## src/source/mul_defines.svh

```systemverilog
`ifndef MUL_DEFINES_SVH
`define MUL_DEFINES_SVH

////////////////////
// widths
////////////////////

// operand width of the integer datapath
`define MUL_DATA_LEN 32

// full product, kept at double width
`define MUL_PROD_LEN (2 * `MUL_DATA_LEN)

// reorder buffer tag
`define MUL_ROB_ID_W 6

`define MUL_FUNC3_W 3

////////////////////
// function codes
////////////////////

// signed x signed
`define MUL_FUNC3_MUL    3'b000
`define MUL_FUNC3_MULH   3'b001
// signed x unsigned
`define MUL_FUNC3_MULHSU 3'b010
// unsigned x unsigned
`define MUL_FUNC3_MULHU  3'b011

`endif

```

## src/source/mul_pkg.sv

```systemverilog
`include "mul_defines.svh"

package mul_pkg;

    ////////////////////
    // datapath vectors
    ////////////////////

    // one source operand
    typedef logic [`MUL_DATA_LEN-1:0] data_t;

    // one partial-product row, tree row or final product
    typedef logic [`MUL_PROD_LEN-1:0] prod_t;

    ////////////////////
    // control vectors
    ////////////////////

    // tag carried alongside the operation
    typedef logic [`MUL_ROB_ID_W-1:0] rob_id_t;

    // selects signedness of both operands
    typedef logic [`MUL_FUNC3_W-1:0] func3_t;

endpackage

```

## src/source/mul_pp_gen.sv

```systemverilog
`include "mul_defines.svh"

module mul_pp_gen import mul_pkg::*; (
    input  data_t                          op1_i,
    input  data_t                          op2_i,
    input  func3_t                         func3_i,
    output prod_t [`MUL_DATA_LEN-1:0]      pp_o
);

    localparam int LAST = `MUL_DATA_LEN - 1;

    logic  signed_op1;
    logic  signed_op2;
    prod_t op1_ext;
    prod_t op1_neg;
    prod_t last_mcand;

    ////////////////////
    // signedness decode
    ////////////////////

    always_comb begin
        case (func3_i)
            `MUL_FUNC3_MUL: begin
                signed_op1 = 1'b1;
                signed_op2 = 1'b1;
            end
            `MUL_FUNC3_MULH: begin
                signed_op1 = 1'b1;
                signed_op2 = 1'b1;
            end
            `MUL_FUNC3_MULHSU: begin
                signed_op1 = 1'b1;
                signed_op2 = 1'b0;
            end
            `MUL_FUNC3_MULHU: begin
                signed_op1 = 1'b0;
                signed_op2 = 1'b0;
            end
            // unknown codes fall back to plain mul
            default: begin
                signed_op1 = 1'b1;
                signed_op2 = 1'b1;
            end
        endcase
    end

    ////////////////////
    // multiplicand forms
    ////////////////////

    // operand one widened to the product width
    always_comb begin
        if (signed_op1) begin
            op1_ext = {{`MUL_DATA_LEN{op1_i[LAST]}}, op1_i};
        end else begin
            op1_ext = {{`MUL_DATA_LEN{1'b0}}, op1_i};
        end
    end

    // negated at full width, so the most negative operand stays exact
    assign op1_neg = ~op1_ext + 1'b1;

    // msb of a signed operand two has weight -2^31
    assign last_mcand = signed_op2 ? op1_neg : op1_ext;

    ////////////////////
    // partial products
    ////////////////////

    always_comb begin
        for (int i = 0; i < LAST; i++) begin
            if (op2_i[i]) begin
                pp_o[i] = op1_ext << i;
            end else begin
                pp_o[i] = '0;
            end
        end

        // last row, extended to the full product width
        if (op2_i[LAST]) begin
            pp_o[LAST] = last_mcand << LAST;
        end else begin
            pp_o[LAST] = '0;
        end
    end

endmodule

```

## src/source/compressor_4to2.sv

```systemverilog
module compressor_4to2 (
    input  logic in1_i,
    input  logic in2_i,
    input  logic in3_i,
    input  logic in4_i,
    input  logic cin_i,
    output logic sum_o,
    output logic carry_o,
    output logic cout_o
);

    logic fa1_sum;

    // first full adder on three of the inputs
    // its carry goes sideways and never sees cin_i
    assign fa1_sum = in1_i ^ in2_i ^ in3_i;
    assign cout_o  = (in1_i & in2_i) | (in1_i & in3_i) | (in2_i & in3_i);

    // second full adder folds in the fourth bit and the lateral carry
    assign sum_o   = fa1_sum ^ in4_i ^ cin_i;
    assign carry_o = (fa1_sum & in4_i) | (fa1_sum & cin_i) | (in4_i & cin_i);

endmodule

```

## src/source/compressor_stage.sv

```systemverilog
`include "mul_defines.svh"

module compressor_stage import mul_pkg::*; #(
    // multiple of 4
    parameter int ROWS_IN = 32
) (
    input  prod_t [ROWS_IN-1:0]   rows_i,
    output prod_t [ROWS_IN/2-1:0] rows_o
);

    localparam int GROUPS = ROWS_IN / 4;
    localparam int W      = `MUL_PROD_LEN;

    ////////////////////
    // 4:2 chains
    ////////////////////

    // one chain per group of four rows, one cell per bit position
    for (genvar g = 0; g < GROUPS; g++) begin : g_group
        prod_t sum_row;
        prod_t carry_row;
        prod_t lat_cout;
        prod_t lat_cin;

        // lateral carries move one bit left, chain starts at zero
        // the top cout has weight 2^64 and drops out
        assign lat_cin = {lat_cout[W-2:0], 1'b0};

        for (genvar b = 0; b < W; b++) begin : g_bit
            compressor_4to2 u_cell (
                .in1_i   (rows_i[4*g][b]),
                .in2_i   (rows_i[4*g+1][b]),
                .in3_i   (rows_i[4*g+2][b]),
                .in4_i   (rows_i[4*g+3][b]),
                .cin_i   (lat_cin[b]),
                .sum_o   (sum_row[b]),
                .carry_o (carry_row[b]),
                .cout_o  (lat_cout[b])
            );
        end

        ////////////////////
        // output rows
        ////////////////////

        assign rows_o[2*g] = sum_row;

        // carry of bit b weighs 2^(b+1), top bit falls off modulo 2^64
        assign rows_o[2*g+1] = {carry_row[W-2:0], 1'b0};
    end

endmodule

```

## src/source/int_mul.sv

```systemverilog
`include "mul_defines.svh"

module int_mul import mul_pkg::*; (
    input  logic    clk,
    input  logic    arst_n_i,
    input  logic    mul_val_i,
    input  data_t   op1_i,
    input  data_t   op2_i,
    input  func3_t  func3_i,
    input  rob_id_t robid_i,
    output logic    mul_val_o,
    output prod_t   mul_result_o,
    output rob_id_t robid_o
);

    localparam int ROWS0 = `MUL_DATA_LEN;
    localparam int ROWS1 = ROWS0 / 2;
    localparam int ROWS2 = ROWS1 / 2;
    localparam int ROWS3 = ROWS2 / 2;
    localparam int ROWS4 = ROWS3 / 2;

    prod_t [ROWS0-1:0] pp;
    prod_t [ROWS1-1:0] tree_l1;
    prod_t [ROWS2-1:0] tree_l2;
    prod_t [ROWS3-1:0] tree_l3;
    prod_t [ROWS4-1:0] tree_l4;

    prod_t sum_q;
    prod_t carry_q;

    ////////////////////
    // stage 1
    ////////////////////

    mul_pp_gen u_pp_gen (
        .op1_i   (op1_i),
        .op2_i   (op2_i),
        .func3_i (func3_i),
        .pp_o    (pp)
    );

    // 32 -> 16 -> 8 -> 4 -> 2
    compressor_stage #(.ROWS_IN(ROWS0)) u_tree_l1 (
        .rows_i (pp),
        .rows_o (tree_l1)
    );

    compressor_stage #(.ROWS_IN(ROWS1)) u_tree_l2 (
        .rows_i (tree_l1),
        .rows_o (tree_l2)
    );

    compressor_stage #(.ROWS_IN(ROWS2)) u_tree_l3 (
        .rows_i (tree_l2),
        .rows_o (tree_l3)
    );

    compressor_stage #(.ROWS_IN(ROWS3)) u_tree_l4 (
        .rows_i (tree_l3),
        .rows_o (tree_l4)
    );

    ////////////////////
    // stage boundary
    ////////////////////

    always_ff @(posedge clk or negedge arst_n_i) begin
        if (!arst_n_i) begin
            mul_val_o <= 1'b0;
        end else begin
            mul_val_o <= mul_val_i;
        end
    end

    // payload is only meaningful while mul_val_o is high
    always_ff @(posedge clk) begin
        sum_q   <= tree_l4[0];
        carry_q <= tree_l4[1];
        robid_o <= robid_i;
    end

    ////////////////////
    // stage 2
    ////////////////////

    // carry-propagate add of the redundant pair
    assign mul_result_o = sum_q + carry_q;

endmodule

```

## config.mk

```make
export PLATFORM = sky130hd
export DESIGN_NAME = int_mul
export DESIGN_NICKNAME = d
export VERILOG_FILES = /design/src/source/mul_pkg.sv /design/src/source/mul_pp_gen.sv /design/src/source/compressor_4to2.sv /design/src/source/compressor_stage.sv /design/src/source/int_mul.sv
export VERILOG_INCLUDE_DIRS = /design/src /design/src/source
export SDC_FILE = /design/constraint.sdc
export NUM_CORES = 2
export LEC_CHECK = 0
export BUFFER_PORTS_ARGS = -buffer_cell sky130_fd_sc_hd__buf_2
export CORE_ASPECT_RATIO = 0.75
export CORE_MARGIN = 2
export CORE_UTILIZATION = 55
export DETAILED_ROUTE_END_ITERATION = 8
export GPL_ROUTABILITY_DRIVEN = 0
export HOLD_SLACK_MARGIN = 0.1
export PLACE_DENSITY_LB_ADDON = 0.2
export SYNTH_ARGS = -nofsm -noshare
export SYNTH_HDL_FRONTEND = slang
export SYNTH_SLANG_ARGS = --single-unit
```

## constraint.sdc

```tcl
create_clock -name clk -period 3.5 [get_ports clk]
set_clock_uncertainty 0.05 [all_clocks]
set_input_delay 0.175 -clock clk [delete_from_list [all_inputs] [get_ports clk]]
set_output_delay 0.175 -clock clk [all_outputs]
set_load 0.01 [all_outputs]
```

==> results.md <==
Run status
- **outcome** complete, but fails checks
- **violations in the final reports** negative setup slack

Hold path
- **path class of the lowest-slack min-delay path** in2reg
- **hold depth** 3

Route
- **post-detailed-route count of antenna-violating nets** 0
- **Avg Vias per Cell** 5.39
- **Detailed Route WL** 111,000 um
- **total number of vias** 27,094
- **Detailed Route Iter0 Violations** 2,114
- **DRC violations left** 0
- **length of the first detailed-routing pass in iterations** 5
- **Avg WL per Cell** 22.0 um

Worst setup path
- **data arrival time of the worst path** 5.76 ns
- **Most common cell on crit path** sky130_fd_sc_hd__fa_2
- **startpoint kind of the worst setup timing path** input pin
- **standard cell with the maximum stage delay on the critical path** sky130_fd_sc_hd__fa_1
- **ordered list of cells on the worst path** buf_6 > or3_4 > nor4_4 > nand2b_2 > nor4_4 > nand2_2 > o31ai_4 > nand2b_4 > o41ai_4 > xnor2_1 > nand2_1 > fa_1 > fa_2 > fa_1 > fa_2 > fa_1 > inv_1 > fa_2 > fa_2
- **critical path fanouts, max** 2
- **CP Capture Type** flip-flop
- **required time of the critical path** 3.82 ns
- **category of the critical setup timing path** in2reg
- **largest incremental delay on the critical path** 0.54 ns

GRT
- **via count of the first global-routing pass** 29,868
- **largest net degree at the start of global routing** 36
- **leftover overflow at the end of global routing** 0
- **GRT Overall Usage** 33.5%
- **antenna violations before repair** 3
- **first-pass GRT wire length** 177,000 um

STA
- **hold violation total from the final report** 0
- **transition time of the tightest slew-check pin** 0.693 ns
- **post-route worst setup slack** -1.94 ns
- **min cycle time layout** 5.44 ns
- **top achievable clock speed** 0.184 GHz
- **Final TNS setup** -149.04 ns
- **RSZ-0062 raised after global routing** yes
- **minimum hold slack** 0.144 ns
- **final period utilization** 156%
- **number of setup violations in the final report** 125
- **worst relative slew slack** 53.8%
- **final number of max-transition violations** 0

Die
- **die height** 231 um
- **number of top-level pins** 147
- **Core Box Area** 0.0682 sq mm
- **area of the die** 0.0709 sq mm
- **standard-cell rows** 83
- **Horiz. Die Dim** 307 um
- **starting density of the core** 55.4%

Placed design
- **port buffer count** 146
- **Cell Area, Placed** 0.0422 sq mm
- **HPWL after detailed placement** 86,000 um
- **setup slack after placement** -2.66 ns

Logic synthesis
- **Async SR Flop Fraction** 0.794%
- **dominant cells by area after synthesis** sky130_fd_sc_hd__fa_1 55%, sky130_fd_sc_hd__and2_1 16%, sky130_fd_sc_hd__inv_1 6.9%
- **fraction of synthesized cell area taken by the top area cell type** 55.2%
- **top cell type by total area after synthesis** sky130_fd_sc_hd__fa_1
- **average instance area after synthesis** 10.2 sq um
- **number of synthesized register bits** 126
- **number of enable flip-flop cells after synthesis** 0
- **dominant synthesized flop cell** sky130_fd_sc_hd__dfxtp_1
- **register area share after synthesis** 6.68%
- **post-synthesis cell area** 0.0378 sq mm
- **YS warnings** 0
- **count of different cell masters after synthesis** 64
- **gate count after technology mapping** 3,720
- **post-synth net total** 4,973

Final layout
- **number of nets at the end of the flow** 5,375
- **finished layout cell area** 0.0468 sq mm
- **layout overhead on the synthesized area** 23.7%
- **ratio of cells with drive above 1 in the final layout** 29.1%

Clock network
- **clock slew at reported path FFs** 0.06 ns
- **clock net sink count** 126
- **root buf cell** sky130_fd_sc_hd__clkbuf_16
- **number of CTS-inserted buffers** 17
- **maximum buffer depth of the clock tree** 2
- **clock tree from TritonCTS** done
- **count of H-tree levels built during CTS** 4

Run
- **count of max-cap constraint violations** 0

-- worst max-delay path: cells and delay by family --
kind | cells | cell delay, ns
AOI/OAI and AO/OA | 2 | 0.47
xor gates and xnor gates | 1 | 0.15
and+or+nand+nor | 7 | 1.36
adders and majority gates | 7 | 3.46
buffers and inverters | 2 | 0.14
-- routing by layer --
layer	track usage (%)	vias to the layer above	part of all wire, %
met1	48.8	14150	43
met4	7.32	0	1.9
met5	0	-	0
li1	-	11596	-
met3	11.6	116	12
met2	48.6	1232	43
-- cells by family (layout without fill, tap and decap cells) --
kind of cell / count (synthesis) / after routing / synth area share [%]
compound gates: 203 / 203 / 3.49
simple gates: 1208 / 1208 / 18.8
xor+xnor: 85 / 85 / 1.97
other cells: 0 / 2 / 0
buf+inv: 921 / 1335 / 9.43
fa+ha+maj: 1177 / 1177 / 59.6
flops: 126 / 126 / 6.68
-- cell usage after synthesis, types with 7 or more instances --
| library cell | n |
|---|---|
| sky130_fd_sc_hd__dfxtp_1 | 125 |
| sky130_fd_sc_hd__o21bai_1 | 12 |
| sky130_fd_sc_hd__fa_1 | 1043 |
| sky130_fd_sc_hd__a31oi_1 | 8 |
| sky130_fd_sc_hd__nand4_1 | 10 |
| sky130_fd_sc_hd__buf_4 | 10 |
| sky130_fd_sc_hd__a21o_1 | 30 |
| sky130_fd_sc_hd__o21ai_0 | 34 |
| sky130_fd_sc_hd__nor2_1 | 36 |
| sky130_fd_sc_hd__nor3_1 | 11 |
| sky130_fd_sc_hd__clkbuf_1 | 209 |
| sky130_fd_sc_hd__nand2_1 | 152 |
| sky130_fd_sc_hd__and2_1 | 943 |
| sky130_fd_sc_hd__o21a_1 | 8 |
| sky130_fd_sc_hd__buf_6 | 7 |
| sky130_fd_sc_hd__nand3_1 | 14 |
| sky130_fd_sc_hd__xnor2_1 | 54 |
| sky130_fd_sc_hd__ha_1 | 134 |
| sky130_fd_sc_hd__nand2b_1 | 7 |
| sky130_fd_sc_hd__a21oi_1 | 71 |
| sky130_fd_sc_hd__xor2_1 | 31 |
| sky130_fd_sc_hd__inv_1 | 692 |
-- sequential cells by signal, indices dropped and copies added, names as in the netlist --
register,cells
carry_q,55
robid_o,6
mul_val_o,1
sum_q,64
-- path summary, 6_finish.rpt --
kind,from,end
max in group asynchronous,arst_n_i,mul_val_o
min in group asynchronous,arst_n_i,mul_val_o
max,op1_i[9],sum_q[58]
min,op2_i[0],sum_q[0]
-- final cells by class --
cell class | count | area, sq um
fill | 4988 | 21400
antenna | 2 | 5.00
clock buffer | 17 | 425
multi-input combinational | 2673 | 33700
sequential | 126 | 2530
clock inverter | 14 | 185
tap | 892 | 1120
timing repair buffer | 612 | 6190
inverter | 692 | 2600
-- stage by stage --
| stage | cells | utilization, % |
|---|---|---|
| floorplan | 3720 | - |
| global route | 5026 | 68.6 |
| CTS | 5004 | 67.8 |
| finish | 5028 | 68.6 |
| global placement | 4862 | 61.9 |
| detailed placement | 4862 | 61.9 |
-- timing repair --
item | CTS | global route
setup endpoints to repair | 145 | 141
resized for setup | 520 | 156
hold endpoints to repair | 9 | 0
hold buffers | 10 | 0
gates cloned | 22 | 0
pin swaps | 319 | 152
buffers inserted | 84 | 33
-- placed cells by master, fill, tap and decap left out, types with 31 or more instances in the layout --
cell type | Yosys | final
sky130_fd_sc_hd__fa_1 | 1043 | 819
sky130_fd_sc_hd__buf_2 | 0 | 111
sky130_fd_sc_hd__nand2_1 | 152 | 139
sky130_fd_sc_hd__inv_1 | 692 | 604
sky130_fd_sc_hd__inv_2 | 0 | 86
sky130_fd_sc_hd__xnor2_1 | 54 | 48
sky130_fd_sc_hd__ha_1 | 134 | 90
sky130_fd_sc_hd__fa_2 | 0 | 224
sky130_fd_sc_hd__xor2_1 | 31 | 31
sky130_fd_sc_hd__and2_4 | 0 | 105
sky130_fd_sc_hd__nor2_1 | 36 | 33
sky130_fd_sc_hd__dfxtp_1 | 125 | 120
sky130_fd_sc_hd__buf_12 | 0 | 69
sky130_fd_sc_hd__buf_4 | 10 | 292
sky130_fd_sc_hd__and2_1 | 943 | 838
sky130_fd_sc_hd__a21oi_1 | 71 | 56
sky130_fd_sc_hd__buf_6 | 7 | 79
sky130_fd_sc_hd__ha_4 | 0 | 43
sky130_fd_sc_hd__buf_8 | 1 | 31
Power is not shown: default switching activity piles up to over one toggle a cycle in this logic, so the estimate is an artifact.
